`src/include/soc_ctrl_consts.svh`:
```
`ifndef SOC_CTRL_CONSTS_SVH
`define SOC_CTRL_CONSTS_SVH

// OBI bus widths
`define SOC_CTRL_ADDR_W 32
`define SOC_CTRL_DATA_W 32
`define SOC_CTRL_ID_W   4

// Address bits that select a register, the rest alias
`define SOC_CTRL_INT_ADDR_W 5

// Register offsets within the window
`define SOC_CTRL_BOOTADDR_OFFSET   5'h00
`define SOC_CTRL_FETCHEN_OFFSET    5'h04
`define SOC_CTRL_CORESTATUS_OFFSET 5'h08
`define SOC_CTRL_BOOTMODE_OFFSET   5'h0C
`define SOC_CTRL_SRAM_DLY_OFFSET   5'h10

// Read data for a hole in the map
`define SOC_CTRL_BAD_RDATA 32'hBADCAB1E

// Boot address after reset
`define SOC_CTRL_BOOT_ADDR_DEFAULT 32'h1C00_0000

`endif

```
`src/hdl/soc_ctrl_pkg.sv`:
```
`default_nettype none

`include "soc_ctrl_consts.svh"

package soc_ctrl_pkg;

  // OBI request channel
  typedef struct packed {
    logic [`SOC_CTRL_ADDR_W-1:0]   addr;
    logic                          we;
    logic [`SOC_CTRL_DATA_W/8-1:0] be;
    logic [`SOC_CTRL_DATA_W-1:0]   wdata;
    logic [`SOC_CTRL_ID_W-1:0]     aid;
  } obi_a_chan_t;

  typedef struct packed {
    logic        req;
    obi_a_chan_t a;
  } obi_req_t;

  // OBI response channel
  typedef struct packed {
    logic [`SOC_CTRL_DATA_W-1:0] rdata;
    logic [`SOC_CTRL_ID_W-1:0]   rid;
    logic                        err;
  } obi_r_chan_t;

  // No rready, so the response is never held off
  typedef struct packed {
    logic        gnt;
    logic        rvalid;
    obi_r_chan_t r;
  } obi_rsp_t;

  typedef enum logic [2:0] {
    REG_BOOTADDR,
    REG_FETCHEN,
    REG_CORESTATUS,
    REG_BOOTMODE,
    REG_SRAM_DLY,
    REG_NONE
  } reg_sel_e;

  // One request after address and byte-enable decode
  typedef struct packed {
    logic                        valid;
    logic                        we;
    reg_sel_e                    sel;
    logic [`SOC_CTRL_DATA_W-1:0] wdata;
    logic [`SOC_CTRL_DATA_W-1:0] be_mask;
    logic [`SOC_CTRL_ID_W-1:0]   aid;
    logic                        err;
  } soc_ctrl_access_t;

  // Outputs to the core and SRAM
  typedef struct packed {
    logic fetch_en;
    logic sram_dly;
  } soc_ctrl_hw_t;

endpackage

`default_nettype wire

```
`src/hdl/soc_ctrl_decode.sv`:
```
`timescale 1ns/1ps
`default_nettype none

`include "soc_ctrl_consts.svh"

module soc_ctrl_decode import soc_ctrl_pkg::*; (
  input  obi_req_t         obi_req_i,
  output soc_ctrl_access_t access_o
);

  // Word-aligned offset within the register window
  logic [`SOC_CTRL_INT_ADDR_W-1:0] offset;
  logic [`SOC_CTRL_DATA_W-1:0]     be_mask;
  logic                            unmapped;
  reg_sel_e                        sel;

  // Upper address bits are dropped, so the map repeats
  assign offset = {obi_req_i.a.addr[`SOC_CTRL_INT_ADDR_W-1:2], 2'b00};

  // One byte enable covers eight data bits
  for (genvar i = 0; i < `SOC_CTRL_DATA_W/8; i++) begin : gen_be_mask
    assign be_mask[8*i +: 8] = {8{obi_req_i.a.be[i]}};
  end

  always_comb begin
    case (offset)
      `SOC_CTRL_BOOTADDR_OFFSET:   sel = REG_BOOTADDR;
      `SOC_CTRL_FETCHEN_OFFSET:    sel = REG_FETCHEN;
      `SOC_CTRL_CORESTATUS_OFFSET: sel = REG_CORESTATUS;
      `SOC_CTRL_BOOTMODE_OFFSET:   sel = REG_BOOTMODE;
      `SOC_CTRL_SRAM_DLY_OFFSET:   sel = REG_SRAM_DLY;
      default:                     sel = REG_NONE;
    endcase
  end

  // Registers are packed from zero up, anything above the last one is a hole
  assign unmapped = (offset > `SOC_CTRL_SRAM_DLY_OFFSET);

  always_comb begin
    access_o         = '0;
    access_o.valid   = obi_req_i.req;
    access_o.we      = obi_req_i.a.we;
    access_o.sel     = sel;
    access_o.wdata   = obi_req_i.a.wdata;
    access_o.be_mask = be_mask;
    access_o.aid     = obi_req_i.a.aid;
    access_o.err     = obi_req_i.req & unmapped;
  end

  // Range check and select decode must agree on every request
  always_comb begin
    if (access_o.valid) begin
      assert final (access_o.err == (access_o.sel == REG_NONE))
        else $error("decode: err and sel disagree at offset %h", offset);
    end
  end

endmodule

`default_nettype wire

```
`src/hdl/soc_ctrl_regfile.sv`:
```
`timescale 1ns/1ps
`default_nettype none

`include "soc_ctrl_consts.svh"

module soc_ctrl_regfile import soc_ctrl_pkg::*; #(
  parameter logic [`SOC_CTRL_DATA_W-1:0] boot_addr_default = `SOC_CTRL_BOOT_ADDR_DEFAULT
) (
  input  logic                        clk_i,
  input  logic                        rst_ni,
  input  soc_ctrl_access_t            access_i,
  output logic [`SOC_CTRL_DATA_W-1:0] rdata_o,
  output soc_ctrl_hw_t                hw_o
);

  localparam int unsigned DataW = `SOC_CTRL_DATA_W;

  // Register state
  logic [DataW-1:0] boot_addr_q;
  logic [DataW-1:0] core_status_q;
  logic             fetch_en_q;
  logic             boot_mode_q;
  logic             sram_dly_q;

  logic [DataW-1:0] wdata_masked;
  logic             wr_en;
  logic             rd_en;

  // Disabled lanes are written as zero, not kept
  assign wdata_masked = access_i.wdata & access_i.be_mask;

  assign wr_en = access_i.valid & access_i.we;
  assign rd_en = access_i.valid & ~access_i.we;

  always_ff @(posedge clk_i or negedge rst_ni) begin
    if (!rst_ni) begin
      boot_addr_q   <= boot_addr_default;
      core_status_q <= '0;
      fetch_en_q    <= 1'b1;
      boot_mode_q   <= 1'b0;
      sram_dly_q    <= 1'b0;
    end else if (wr_en) begin
      case (access_i.sel)
        REG_BOOTADDR:   boot_addr_q   <= wdata_masked;
        REG_CORESTATUS: core_status_q <= wdata_masked;
        // Single-bit registers see only lane 0
        REG_FETCHEN:    fetch_en_q    <= wdata_masked[0];
        REG_BOOTMODE:   boot_mode_q   <= wdata_masked[0];
        REG_SRAM_DLY:   sram_dly_q    <= wdata_masked[0];
        default: begin
        end
      endcase
    end
  end

  // Read mux works on current state, so a read sees all earlier writes
  always_comb begin
    rdata_o = '0;
    if (rd_en) begin
      case (access_i.sel)
        REG_BOOTADDR:   rdata_o = boot_addr_q;
        REG_FETCHEN:    rdata_o = {{(DataW-1){1'b0}}, fetch_en_q};
        REG_CORESTATUS: rdata_o = core_status_q;
        REG_BOOTMODE:   rdata_o = {{(DataW-1){1'b0}}, boot_mode_q};
        REG_SRAM_DLY:   rdata_o = {{(DataW-1){1'b0}}, sram_dly_q};
        default:        rdata_o = `SOC_CTRL_BAD_RDATA;
      endcase
    end
  end

  // To hardware
  assign hw_o.fetch_en = fetch_en_q;
  assign hw_o.sram_dly = sram_dly_q;

  // Control bits must stay known for the core and SRAM
  assert property (@(posedge clk_i) disable iff (!rst_ni)
    !$isunknown({fetch_en_q, boot_mode_q, sram_dly_q}))
    else $error("regfile: single-bit register holds X");

endmodule

`default_nettype wire

```
`src/hdl/soc_ctrl_resp.sv`:
```
`timescale 1ns/1ps
`default_nettype none

`include "soc_ctrl_consts.svh"

module soc_ctrl_resp import soc_ctrl_pkg::*; (
  input  logic                        clk_i,
  input  logic                        rst_ni,
  input  soc_ctrl_access_t            access_i,
  input  logic [`SOC_CTRL_DATA_W-1:0] rdata_i,
  output obi_rsp_t                    obi_rsp_o
);

  logic        rvalid_q;
  obi_r_chan_t r_q;

  // Response for the request seen one cycle back
  always_ff @(posedge clk_i or negedge rst_ni) begin
    if (!rst_ni) begin
      rvalid_q <= 1'b0;
      r_q      <= '0;
    end else begin
      rvalid_q  <= access_i.valid;
      r_q.rdata <= rdata_i;
      r_q.rid   <= access_i.aid;
      r_q.err   <= access_i.err;
    end
  end

  // Never stalls, so grant stays high
  always_comb begin
    obi_rsp_o        = '0;
    obi_rsp_o.gnt    = 1'b1;
    obi_rsp_o.rvalid = rvalid_q;
    obi_rsp_o.r      = r_q;
  end

  // Each response belongs to a request one cycle earlier
  assert property (@(posedge clk_i) disable iff (!rst_ni)
    obi_rsp_o.rvalid |-> $past(access_i.valid))
    else $error("resp: rvalid without a request in the previous cycle");

endmodule

`default_nettype wire

```
`src/hdl/soc_ctrl_top.sv`:
```
`timescale 1ns/1ps
`default_nettype none

`include "soc_ctrl_consts.svh"

module soc_ctrl_top import soc_ctrl_pkg::*; #(
  parameter logic [`SOC_CTRL_DATA_W-1:0] boot_addr_default = `SOC_CTRL_BOOT_ADDR_DEFAULT
) (
  input  logic         clk_i,
  input  logic         rst_ni,
  input  obi_req_t     obi_req_i,
  output obi_rsp_t     obi_rsp_o,
  output soc_ctrl_hw_t hw_o
);

  soc_ctrl_access_t            access;
  logic [`SOC_CTRL_DATA_W-1:0] rdata;

  // Request decode, combinational
  soc_ctrl_decode soc_ctrl_decode_i (
    .obi_req_i (obi_req_i),
    .access_o  (access)
  );

  soc_ctrl_regfile #(
    .boot_addr_default (boot_addr_default)
  ) soc_ctrl_regfile_i (
    .clk_i    (clk_i),
    .rst_ni   (rst_ni),
    .access_i (access),
    .rdata_o  (rdata),
    .hw_o     (hw_o)
  );

  // One cycle of response latency
  soc_ctrl_resp soc_ctrl_resp_i (
    .clk_i     (clk_i),
    .rst_ni    (rst_ni),
    .access_i  (access),
    .rdata_i   (rdata),
    .obi_rsp_o (obi_rsp_o)
  );

endmodule

`default_nettype wire

```
`config.mk`:
```
export PLATFORM = sky130hd
export DESIGN_NAME = soc_ctrl_top
export DESIGN_NICKNAME = d
export VERILOG_FILES = /design/src/hdl/soc_ctrl_pkg.sv /design/src/hdl/soc_ctrl_decode.sv /design/src/hdl/soc_ctrl_regfile.sv /design/src/hdl/soc_ctrl_resp.sv /design/src/hdl/soc_ctrl_top.sv
export VERILOG_INCLUDE_DIRS = /design/src /design/src/include
export SDC_FILE = /design/constraint.sdc
export NUM_CORES = 1
export LEC_CHECK = 0
export ABC_CLOCK_PERIOD_IN_PS = 1200
export BUFFER_PORTS_ARGS = -buffer_cell sky130_fd_sc_hd__buf_2
export CORE_MARGIN = 2
export CORE_UTILIZATION = 45
export DETAILED_ROUTE_END_ITERATION = 10
export PLACE_DENSITY_LB_ADDON = 0.12
export RECOVER_POWER = 25
export SYNTH_ARGS = -nofsm -noshare
export SYNTH_HDL_FRONTEND = slang
export SYNTH_SLANG_ARGS = --single-unit
```
`constraint.sdc`:
```
create_clock -name clk_i -period 1.2 [get_ports clk_i]
set_clock_uncertainty 0.15 [all_clocks]
set_input_delay 0.06 -clock clk_i [delete_from_list [all_inputs] [get_ports clk_i]]
set_output_delay 0.06 -clock clk_i [all_outputs]
set_load 0.02 [all_outputs]
```
-- After elaboration in Yosys (flattened, before gate mapping)
Index checks and enable logic that the tools add are counted.
- flip-flop bits (word level): 105
- latch bits: 0
- RAM bits: 0
- bits in read-only memories: 0
- input port bits: 76
- output and inout bits: 41
- word-level logic and storage cells: 33
- memories kept: 0
- add/subtract/negate cells: 0
- multiply operators: 0
- divide/modulo/power cells: 0
- $lt $le $gt $ge: 1
- equal/unequal tests: 8
- shift operators: 0
- muxes and demuxes: 3
- bitwise gates (word level): 5
- reductions and logical operators: 7
- operators by type and width (operator ; number):
    one-hot mux 32 bit (5 select lines) ; 1
    bitwise AND 32 bit ; 1
    two-way mux 32 bit ; 1
    one-hot mux 3 bit (5 select lines) ; 1
    == test 3 x 2 -> 1 bit (second input constant) ; 4
    AND reduction 2 bit ; 5
    == test 3 x 1 -> 1 bit (second input constant) ; 2
    == test 3 bit (second input constant) ; 2
    > comparator 5 bit (second input constant) ; 1
    zero test 5 bit ; 1
    bitwise AND 1 bit ; 3
    zero test 3 bit ; 1
    inverter 1 bit ; 1

-- Longest topological paths before layout
Gate-level depths: netlist (run 1).
- word-level depth: 5
- depth in mapped cells: 6
- gate-level depth less buffers: 3

-- By module
From an unflattened synthesis (run 1), not the netlist that was laid out.
- cells, all modules: 402
- area total of the unflattened synthesis: 4919.7 um^2
- modules (own cells, without submodules) (module ; times used ; cells an instance ; area each (um^2) ; seq. area each (um^2)):
    soc_ctrl_regfile ; 1 ; 287 ; 3397.0 ; 1681.6
    soc_ctrl_resp ; 1 ; 41 ; 969.7 ; 950.9
    soc_ctrl_decode ; 1 ; 74 ; 553.0 ; 0.0

-- Worst setup path before layout (run 1)
No wires, ideal clock.
- kind: input-to-reg
- from: input obi_req_i[43] (netlist bit)
- to: register soc_ctrl_regfile_i.boot_addr_q[0]
- data arrival time: 1.113 ns
- data required time: 0.925 ns
- path slack: -0.188 ns
- stages: 5
- path through: buf_2 nand3b_4 nor3_4 buf_6 mux2_2
- longest elaborated chain between the ends: 4
- elaborated cells on any way between the ends: 8
- classes of those cells: eq/ne: 4; mux: 1; reduce/logical: 3
- RTL lines (what ; line ; RTL):
    start: declaration ; soc_ctrl_top.sv:11 ; input obi_req_t obi_req_i,
    == test 3 bit (tied with other cells) ; soc_ctrl_decode.sv:26 ; case (offset)
    one-hot mux 3 bit (5 select lines) (*) ; soc_ctrl_decode.sv:26 ;
    zero test 3 bit (*) ; soc_ctrl_regfile.sv:43 ; case (access_i.sel)
    AND reduction 2 bit (no source line) (*) ; - ;
    end signal: assignment ; soc_ctrl_regfile.sv:37 ; boot_addr_q <= boot_addr_default;
    end signal: assignment ; soc_ctrl_regfile.sv:44 ; REG_BOOTADDR: boot_addr_q <= wdata_masked;
    end: declaration ; soc_ctrl_regfile.sv:19 ; logic [DataW-1:0] boot_addr_q;
Every way passes the cells marked *; elsewhere a longest branch is shown, timed or not.
A chain may end at the register's enable or synchronous reset.

-- Final worst setup path (run 1)
- from: register soc_ctrl_regfile_i.boot_addr_q[27]
- to: register soc_ctrl_resp_i.r_q (netlist bit soc_ctrl_resp_i.obi_rsp_o[32])
- longest elaborated chain between the ends: 2
- RTL lines (what ; line ; RTL):
    one-hot mux 32 bit (5 select lines) ; soc_ctrl_regfile.sv:60 ; case (access_i.sel)
    two-way mux 32 bit ; soc_ctrl_regfile.sv:59 ; if (rd_en) begin
    net rdata[27] ; soc_ctrl_top.sv:17 ; logic [`SOC_CTRL_DATA_W-1:0] rdata;
    end: declaration ; soc_ctrl_resp.sv:15 ; obi_r_chan_t r_q;
The timed path passes the listed nets, and every way through them passes these cells.

==> results of run 1 <==
==> cell usage after synthesis <==
cell	n
nand2_1	19
dfstp_2	4
inv_1	2
nor2_1	15
nor3_1	1
o21ai_1	1
and2_1	32
buf_2	8
mux2i_1	13
dfrtp_1	101
nor3_4	1
or3_1	1
mux2_2	66
or3b_1	16
buf_6	5
o311a_1	1
nor4b_1	1
clkbuf_2	1
buf_4	7
a21oi_1	20
nand2b_1	2
conb_1	1
nand3_1	1
nor3b_1	1
a21o_1	19
mux2_1	1
or3b_2	3
nor2_2	1
nand3b_1	2
nand3b_4	1
clkbuf_1	6
==> logic make-up (layout without fill, tap and decap cells) <==
family	Yosys count	in the layout	synth area share, %
other	1	1	0.0822
DFF	105	105	57.7
muxes	80	80	19.4
AOI/OAI and AO/OA	41	41	5.65
and+or+nand+nor	97	97	13.1
buffers and inverters	29	176	4.03
==> routing by layer <==
layer | track usage (%) | vias up | routed length, um
met1 | 27.1 | 1554 | 4970
met5 | 0 | - | 0
met3 | 3.87 | 7 | 346
met4 | 5.14 | 0 | 88
met2 | 29.3 | 65 | 4360
li1 | - | 1487 | -
==> power breakdown <==
part / internal (mW) / leakage, nW / switching, mW
logic: 0.837 / 1.45 / 0.558
clock network: 0.757 / 0.0736 / 1.17
registers: 3.98 / 1.38 / 0.208
total: 5.57 / 2.91 / 1.94
==> final timing paths <==
path | startpoint | slack, ns | to | cells after the start
min reg2reg | soc_ctrl_regfile_i.boot_addr_q[3] | 0.34 | soc_ctrl_regfile_i.boot_addr_q[3] | 1
max | soc_ctrl_regfile_i.boot_addr_q[27] | -0.16 | soc_ctrl_resp_i.obi_rsp_o[32] | 3
max reg2reg | soc_ctrl_regfile_i.boot_addr_q[27] | -0.16 | soc_ctrl_resp_i.obi_rsp_o[32] | 3
min in group clk_i | obi_req_i[4] | 0.03 | soc_ctrl_regfile_i.boot_addr_q[0] | 3
min | rst_ni | -0.02 | soc_ctrl_resp_i.obi_rsp_o[2] | 2
max in group asynchronous | rst_ni | 0.15 | soc_ctrl_regfile_i.boot_addr_q[27] | 3
==> registers in the layout, indices dropped and copies added, names as in the netlist <==
| name | count |
|---|---|
| soc_ctrl_regfile_i.core_status_q | 32 |
| soc_ctrl_resp_i.obi_rsp_o | 37 |
| soc_ctrl_regfile_i.sram_dly_q | 1 |
| soc_ctrl_regfile_i.fetch_en_q | 1 |
| soc_ctrl_regfile_i.boot_addr_q | 32 |
| soc_ctrl_resp_i.rvalid_q | 1 |
| soc_ctrl_regfile_i.boot_mode_q | 1 |
==> repair_timing <==
| action | in CTS | in global routing |
|---|---|---|
| endpoints found under the hold margin | 173 | 10 |
| pin swaps | 6 | 0 |
| setup buffers | 5 | 1 |
| endpoints found under the setup margin | 20 | 31 |
| resized for setup | 4 | 1 |
==> area by class of cell <==
class | count | area share [%]
multi-input cells | 219 | 31.2
inverters | 2 | 0.126
clock inverters | 3 | 0.335
clock buffers | 13 | 2.33
flip-flops and latches | 105 | 44.1
repair buffers | 158 | 19.1
well taps | 133 | 2.79
==> worst max-delay path: stages (launching register included) <==
cell and delay [ns]:
dfstp_2 0.53, or3b_1 0.34, a21o_1 0.17, a21oi_2 0.11
==> cell usage in the layout (no fill, tap or decap), types with 2 or more instances in the layout <==
| cell type | instances |
|---|---|
| clkbuf_8 | 9 |
| nand3b_1 | 2 |
| dfstp_2 | 4 |
| a21oi_1 | 18 |
| mux2i_1 | 13 |
| buf_12 | 5 |
| and2_1 | 32 |
| dfrtp_1 | 101 |
| a21oi_2 | 2 |
| nand2b_1 | 2 |
| dlygate4sd3_1 | 39 |
| inv_1 | 2 |
| or3b_4 | 3 |
| buf_4 | 26 |
| buf_2 | 83 |
| clkinvlp_4 | 2 |
| nor2_1 | 15 |
| clkbuf_1 | 6 |
| nand2_1 | 19 |
| mux2_4 | 26 |
| or3b_1 | 16 |
| a21o_1 | 19 |
| mux2_2 | 40 |
==> stage by stage <==
stage	setup WS, ns	utilization, %	instance area [um^2]
CTS	-0.170	61.0	5990
floorplan	-0.176	-	4700
finish	-0.165	60.8	5970
global placement	-0.236	54.8	5380
detailed placement	-0.255	54.8	5380
global route	-0.192	60.8	5970
==> run summary, run 1 <==
pwr dens: 1260 nW/um^2
dpl hpwl: 6230 um
FMAX: 0.733 GHz
first-pass GRT wire length: 16,400 um
Worst EP arrival: 1.51 ns
Clock Path Buffers: 2
Synthesized Nets: 429
Syn Inst Count: 353
clock root cell: clkbuf_8
vias in the first global route: 3,224
Seq/Total Area, Yosys: 57.7%
Mean Syn Cell Area: 12.9 um^2
CTS tree: built
fill count: 836
crit path max fanout: 2
Yosys top cell by area: dfrtp_1
crit path time final: 1.36 ns
Final Cycle Share: 114%
Initial Util: 46.4%
maxcap violations: 0
Req. time, crit path: 1.34 ns
number of instances in the placed design: 572
vias per cell: 4.92
top cell type's share of synthesized area: 55.4%
placer's final routability congestion estimate: 0.794
run status: complete, but fails checks
Setup crit end kind: flop
htree depth: 3
Synth area leaders: dfrtp_1, mux2_2, and2_1
# setup viols final: 20
worst setup margin: -0.165 ns
Core Footprint: 9820 um^2
Worst Hold Class: in2async
Routed WL per cell: 15.4 um
Layout area overhead: 30.9%
Hold Vio Cnt, Final: 10
unrepaired setup endpoints after global routing: true
Total Wirelength: 9760 um
Sum Neg Setup Slack: -0.859 ns
TritonCTS Buffers: 9
VDD IR max: 602 uV
Leak: 2.91 nW
DR pass1 iterations: 4
Seq cells post-synth: 105
Top Ports: 117
initial antenna violation count: 0
IO buf count: 86
Global Route Usage Sum: 18.9%
DRT iter0 DRCs: 90
GRT overflow: 0
count of cell types in the netlist: 31
share of layout cells above drive strength 1: 41.6%
largest net degree at the start of global routing: 63
clk_lat worst skew: 0.37 ns
Die Wd: 105 um
Hold WS: -0.0225 ns
Ant. Diodes: 0
number of clock sinks: 105
# rows: 36
# nets final: 571
type of the worst setup path: reg2reg
Overall Power: 7.51 mW
Post-Synthesis Cell Area: 4560 um^2
area of all sequential standard cells: 2630 um^2
startpoint type of the worst setup path: flop
die height: 105 um
area of the multi-input gates: 1860 um^2
DR vias: 3,113
Synth Warn #: 0
CTS clk-pin slew, worst paths: 0.09 ns
failing checks: hold timing, setup timing
Residual DRC: 0
Die ar.: 11,000 um^2
CTS Hold Bufs: 40
Slew Limit Fails: 0
Final ANT Viol Nets: 0
fin cells: 633
Power figures use the tool's default switching activity.
==> inputs of run 2 (changes only) <==
Settings changed: GPL_TIMING_DRIVEN set to 0, SETUP_SLACK_MARGIN set to 0.3, SYNTH_HIERARCHICAL set to 1.
==> run summary, run 2 <==
Die Wd: 109 um (+3.7%)
Hold Vio Cnt, Final: 117 (+107)
# setup viols final: 74 (+270%)
placer's final routability congestion estimate: 0.805 (+1.4%)
Synthesized Nets: 478 (+11%)
VDD IR max: 537 uV (-11%)
EDFF count, synth: 0 (unchanged)
DRT iter0 DRCs: 104 (+16%)
Post-synth ARST share: 100% (unchanged)
largest net degree at the start of global routing: 57 (-9.5%)
Final Cycle Share: 115% (+1.7 points)
top-count cell post-synth: dfrtp_1
Final ANT Viol Nets: 0 (unchanged)
run status: complete, but fails checks
Crit path largest cell delay: 0.29 ns (-0.24 ns)
DR vias: 3,087 (-0.84%)
crit path max fanout: 8 (+6)
clock root cell: clkbuf_8
clk_lat worst skew: 0.37 ns (about the same)
Die ar.: 11,800 um^2 (+7.6%)
# nets final: 575 (+0.70%)
CTS tree: built
Top Ports: 117 (unchanged)
slew margin rel.: 13.3%
Core Footprint: 10,700 um^2 (+9.4%)
unrepaired setup endpoints after global routing: true
initial antenna violation count: 0 (unchanged)
startpoint type of the worst setup path: input pin
Worst EP arrival: 1.50 ns (about the same)
GRT overflow: 0 (unchanged)
die height: 109 um (+3.7%)
Overall Power: 8.04 mW (+7.0%)
Slowest cell on crit path: mux2_4
Core Util, Final: 64.9% (+4.1 points)
CTS Hold Bufs: 6 (-85%)
vias in the first global route: 3,244 (+0.62%)
Global Route Usage Sum: 19.0% (+0.088 points)
number of clock sinks: 105 (unchanged)
Post-Synthesis Cell Area: 4920 um^2 (+7.9%)
CTS clk-pin slew, worst paths: 0.09 ns (about the same)
maxcap violations: 0 (unchanged)
commonest non-fill, non-tap cell in the layout: dfrtp_1
Syn Inst Count: 402 (+14%)
Leak: 3.35 nW (+15%)
top cells by count, synth: dfrtp_1, buf_4, mux2_2
Seq/Total Area, Yosys: 53.5% (-4.2 points)
worst setup margin: -0.186 ns (-0.0210 ns)
Layout area overhead: 41.7%
type of the worst setup path: in2reg
DR pass1 iterations: 4 (unchanged)
Yosys top cell by area: dfrtp_1
Synth Warn #: 6 (+6)
first-pass GRT wire length: 16,800 um (+2.4%)
top cell type's share of synthesized area: 51.4% (-4.1 points)
Setup crit end kind: flop
Clock Path Buffers: 2 (unchanged)
Total Wirelength: 11,300 um (+15%)
Synth area leaders: dfrtp_1, mux2_2, buf_4
Ant. Diodes: 0 (unchanged)
Routed WL per cell: 17.5 um (+13%)
measured slew at the worst slew-check pin: 1.30 ns
Slew Limit Fails: 0 (unchanged)
dpl hpwl: 6490 um (+4.3%)
failing checks: hold timing, setup timing
Hold WS: -0.191 ns (-0.169 ns)
IO buf count: 45 (-48%)
Mean Syn Cell Area: 12.2 um^2 (-5.2%)
max reg flops: 37 (unchanged)
htree depth: 3 (unchanged)
TritonCTS Buffers: 9 (unchanged)
crit-path cells: buf_8, a21o_4, buf_6, nor4b_4, buf_6, clkbuf_16, mux2_4
Req. time, crit path: 1.31 ns (-0.03 ns)
count of cell types in the netlist: 26 (-16%)
FMAX: 0.722 GHz (-1.5%)
# rows: 38 (+5.6%)
Residual DRC: 0 (unchanged)
commonest non-fill, non-tap cells in the layout: dfrtp_1, buf_4, mux2_4
pwr dens: 1150 nW/um^2 (-8.4%)
crit path time final: 1.39 ns (+0.0210 ns)
Seq cells post-synth: 105 (unchanged)
most used cell, CP: buf_6
share of layout cells above drive strength 1: 58.3% (+17 points)
Worst Hold Class: in2async
Post-synth top flop: dfrtp_1
vias per cell: 4.79 (-2.5%)
Initial Util: 45.8% (-0.65 points)
## run 2: cell types whose count changed in the layout (fill, tap and decap cells not counted), sizes merged, moves of 2 or more
cell,previous run,this run
clkinv,1,3
nand3b,3,0
nor2b,0,22
a21oi,20,0
clkbuf,16,23
inv,2,0
o22ai,0,19
nand4,0,2
dlygate4sd3,39,6
buf,116,161
a21o,19,1
nand2,19,3
or3b,19,1
nor2,16,33
## run 2: power by group
| part | switching [mW] | total, mW | internal (mW) |
|---|---|---|---|
| combinational | 0.620 | 1.74 | 1.12 |
| sequential | 0.228 | 4.17 | 3.94 |
| clock | 1.20 | 2.13 | 0.923 |
## run 2: final timing paths
kind / start / slack, ns / cells after the start / endpoint
worst max-delay path: obi_req_i[44] / -0.19 / 7 / soc_ctrl_regfile_i/core_status_q[30]
worst min-delay path: rst_ni / -0.19 / 1 / soc_ctrl_resp_i/obi_rsp_o[22]
worst max register to register: soc_ctrl_regfile_i/fetch_en_q / -0.10 / 3 / soc_ctrl_resp_i/obi_rsp_o[5]
worst min register to register: soc_ctrl_regfile_i/boot_addr_q[9] / 0.36 / 1 / soc_ctrl_regfile_i/boot_addr_q[9]
max in group asynchronous: rst_ni / 0.15 / 2 / soc_ctrl_regfile_i/fetch_en_q
min in group clk_i: obi_req_i[37] / -0.08 / 3 / soc_ctrl_regfile_i/core_status_q[14]
## run 2: timing repair
action                                 4_1_cts  5_1_grt
resized for setup                          163       38
gates cloned                                 3        6
endpoints found under the hold margin      121      119
pin swaps                                   14       13
buffers inserted                            14       11
setup endpoints to repair                  127      139
## run 2: kinds of logic after synthesis
group / synth area share (%)
flip-flops: 53.5
AND/OR/NAND/NOR: 11.8
buffers and inverters: 13.7
multiplexers: 18.2
other: 0.0762
AO/OA/AOI/OAI: 2.77
## run 2: layout make-up
| type | instances | area, um^2 |
|---|---|---|
| fillers | 827 | 3770 |
| well taps | 140 | 175 |
| multi-input cells | 205 | 2060 |
| clock buffers | 12 | 165 |
| clock inverters | 4 | 26.3 |
| plain buffers | 92 | 835 |
| flip-flops and latches | 105 | 2630 |
| repair buffers | 86 | 1080 |
## run 2: worst max-delay path: cells and delay by family
family          cells  cell delay [ns]
mux                 1             0.29
simple gates        1             0.25
compound gates      1             0.22
buf+inv             4             0.66
## run 2: layer usage
layer | share of wire [%] | routed length [um] | up-vias | GRT usage, %
met5 | 0 | 0 | - | 0
met4 | 1.4 | 152 | 0 | 6.96
met3 | 3.3 | 372 | 11 | 2.89
met2 | 49 | 5490 | 69 | 30.1
met1 | 47 | 5250 | 1544 | 26.3
li1 | - | - | 1463 | -
## run 2: through the flow
step                      worst slack (ns)  instances  cell area, um^2  TNS [ns]
after floorplan                     -0.341        402             5120    -21.43
after global placement               -1.28        587             5520   -178.90
after detailed placement            -0.695        588             5550    -48.57
after CTS                           -0.207        627             6610     -9.73
after global routing                -0.200        644             6970    -13.49
final                               -0.186        644             6970     -9.46
==> inputs of run 3 (changes only) <==
Settings changed: CORE_UTILIZATION 45 to 48.
==> run summary, run 3 (synthesized netlist as in run 2, its figures left out) <==
worst setup path start: obi_req_i[44]
number of clock sinks: 105 (unchanged)
Routed WL per cell: 17.2 um (-1.5%)
clk_lat worst skew: 0.35 ns (-0.02 ns)
first-pass GRT wire length: 17,100 um (+1.9%)
# rows: 36 (-5.3%)
most used cell, CP: buf_8
DR vias: 3,113 (+0.84%)
GRT overflow: 0 (unchanged)
Clock Path Buffers: 2 (unchanged)
dpl cell area: 5540 um^2 (-0.16%)
pre-CTS setup slack: -0.668 ns (+0.0274 ns)
pwr dens: 1190 nW/um^2 (+3.4%)
Reg2Reg Setup Slack: -0.09 ns (about the same)
clock root cell: clkbuf_8
Residual DRC: 0 (unchanged)
CTS tree: built
FMAX: 0.710 GHz (-1.7%)
number of instances in the placed design: 581 (-1.2%)
Hold Vio Cnt, Final: 105 (-10%)
crit path to: soc_ctrl_regfile_i/boot_addr_q[21]
Die ar.: 11,100 um^2 (-6.0%)
TritonCTS Buffers: 9 (unchanged)
dpl hpwl: 6430 um (-1.0%)
CTS clk-pin slew, worst paths: 0.10 ns (about the same)
# setup viols final: 67 (-9.5%)
run status: complete, but fails checks
slew margin rel.: 29.2% (+16 points)
vias per cell: 4.98 (+3.9%)
Crit path largest cell delay: 0.30 ns (about the same)
# nets final: 563 (-2.1%)
DR pass1 iterations: 4 (unchanged)
Core Footprint: 9860 um^2 (-8.2%)
Leak: 3.24 nW (-3.3%)
CTS Hold Bufs: 6 (unchanged)
crit-path cells: buf_8, a21o_4, or2_4, nor3_4, buf_6, buf_12, buf_8, mux2_4
RR Startpoint: soc_ctrl_regfile_i/fetch_en_q
maxcap violations: 0 (unchanged)
Overall Power: 8.14 mW (+1.4%)
Global Route Usage Sum: 19.5% (+0.56 points)
Hold WS: -0.267 ns (-0.0761 ns)
Setup crit end kind: flop
Final Cycle Share: 117% (+1.9 points)
max reg flops: 37 (unchanged)
Worst Hold Class: in2async
Ant. Diodes: 0 (unchanged)
Total Wirelength: 10,800 um (-4.4%)
Final Cell Area: 6830 um^2 (-2.0%)
type of the worst setup path: in2reg
CP Depth: 8 (+1)
Layout area overhead: 38.9%
unrepaired setup endpoints after global routing: true
reg-to-reg endpoint: soc_ctrl_resp_i/obi_rsp_o[5]
worst setup margin: -0.209 ns (-0.0233 ns)
failing checks: hold timing, setup timing
Slowest cell on crit path: mux2_4
Top Ports: 117 (unchanged)
WP buf/inv: 4 (unchanged)
Sum Neg Setup Slack: -10.55 ns (-1.09 ns)
Die Wd: 105 um (-3.1%)
vias in the first global route: 3,353 (+3.4%)
Worst R2R Path Depth: 3 (unchanged)
Slew Limit Fails: 0 (unchanged)
htree depth: 3 (unchanged)
placer's final routability congestion estimate: 0.732 (-9.1%)
crit-path leading delay family: buffers and inverters
measured slew at the worst slew-check pin: 1.06 ns (-0.237 ns)
VDD IR max: 742 uV (+38%)
crit path max fanout: 5 (-3)
IO buf count: 45 (unchanged)
Worst EP arrival: 1.50 ns (about the same)
fin cells: 625 (-3.0%)
die height: 105 um (-3.1%)
DRT iter0 DRCs: 78 (-25%)
crit path time final: 1.41 ns (+0.0233 ns)
Final ANT Viol Nets: 0 (unchanged)
commonest non-fill, non-tap cell in the layout: dfrtp_1
largest net degree at the start of global routing: 66 (+16%)
Req. time, crit path: 1.29 ns (-0.02 ns)
share of layout cells above drive strength 1: 60.6% (+2.2 points)
startpoint type of the worst setup path: input pin
initial antenna violation count: 0 (unchanged)
commonest non-fill, non-tap cells in the layout: dfrtp_1, buf_4, mux2_4
Initial Util: 49.9% (+4.1 points)
-- run 3: worst min path at each step --
stage / from / to / depth (start not counted)
2_1_floorplan: rst_ni / soc_ctrl_regfile_i/boot_addr_q[0] / 0
5_1_grt: rst_ni / soc_ctrl_resp_i/obi_rsp_o[0] / 1
3_3_place_gp: obi_req_i[3] / soc_ctrl_resp_i/obi_rsp_o[4] / 1
6_report: rst_ni / soc_ctrl_resp_i/rvalid_q / 1
3_5_place_dp: rst_ni / soc_ctrl_resp_i/rvalid_q / 1
4_1_cts: rst_ni / soc_ctrl_resp_i/rvalid_q / 1
-- run 3: routing by layer --
metal | routed length [um] | global-route usage (%)
met5 | 0 | 0
met4 | 116 | 6.00
met3 | 414 | 3.65
met2 | 5350 | 31.6
met1 | 4880 | 26.7
-- run 3: final cells by class --
type / count / area (um^2)
buffer: 92 / 815
clock buffer: 9 / 124
clock inverter: 7 / 77.6
fill: 674 / 3030
multi-input combinational: 205 / 2150
sequential: 105 / 2630
tap: 133 / 166
timing repair buffer: 74 / 871
-- run 3: report_power, final --
group | switching (mW) | internal, mW | total [mW]
Combinational | 0.631 | 1.09 | 1.72
Sequential | 0.247 | 3.94 | 4.19
Clock | 1.24 | 0.993 | 2.24
Total | 2.12 | 6.02 | 8.14
-- run 3: timing repair --
action                                 CTS  global route
resized for setup                      134            97
setup buffers                           11             6
endpoints found under the hold margin  122           109
gates cloned                             4             1
setup endpoints to repair              127           139
pin swaps                               12            12
-- run 3: through the flow --
step / util, % / hold slack [ns]
4_1_cts: 65.2 / -0.459
6_report: 69.3 / -0.267
5_1_grt: 69.3 / -0.188
3_3_place_gp: 55.9 / 0.0191
3_5_place_dp: 56.2 / -0.0609
2_1_floorplan: - / -0.386
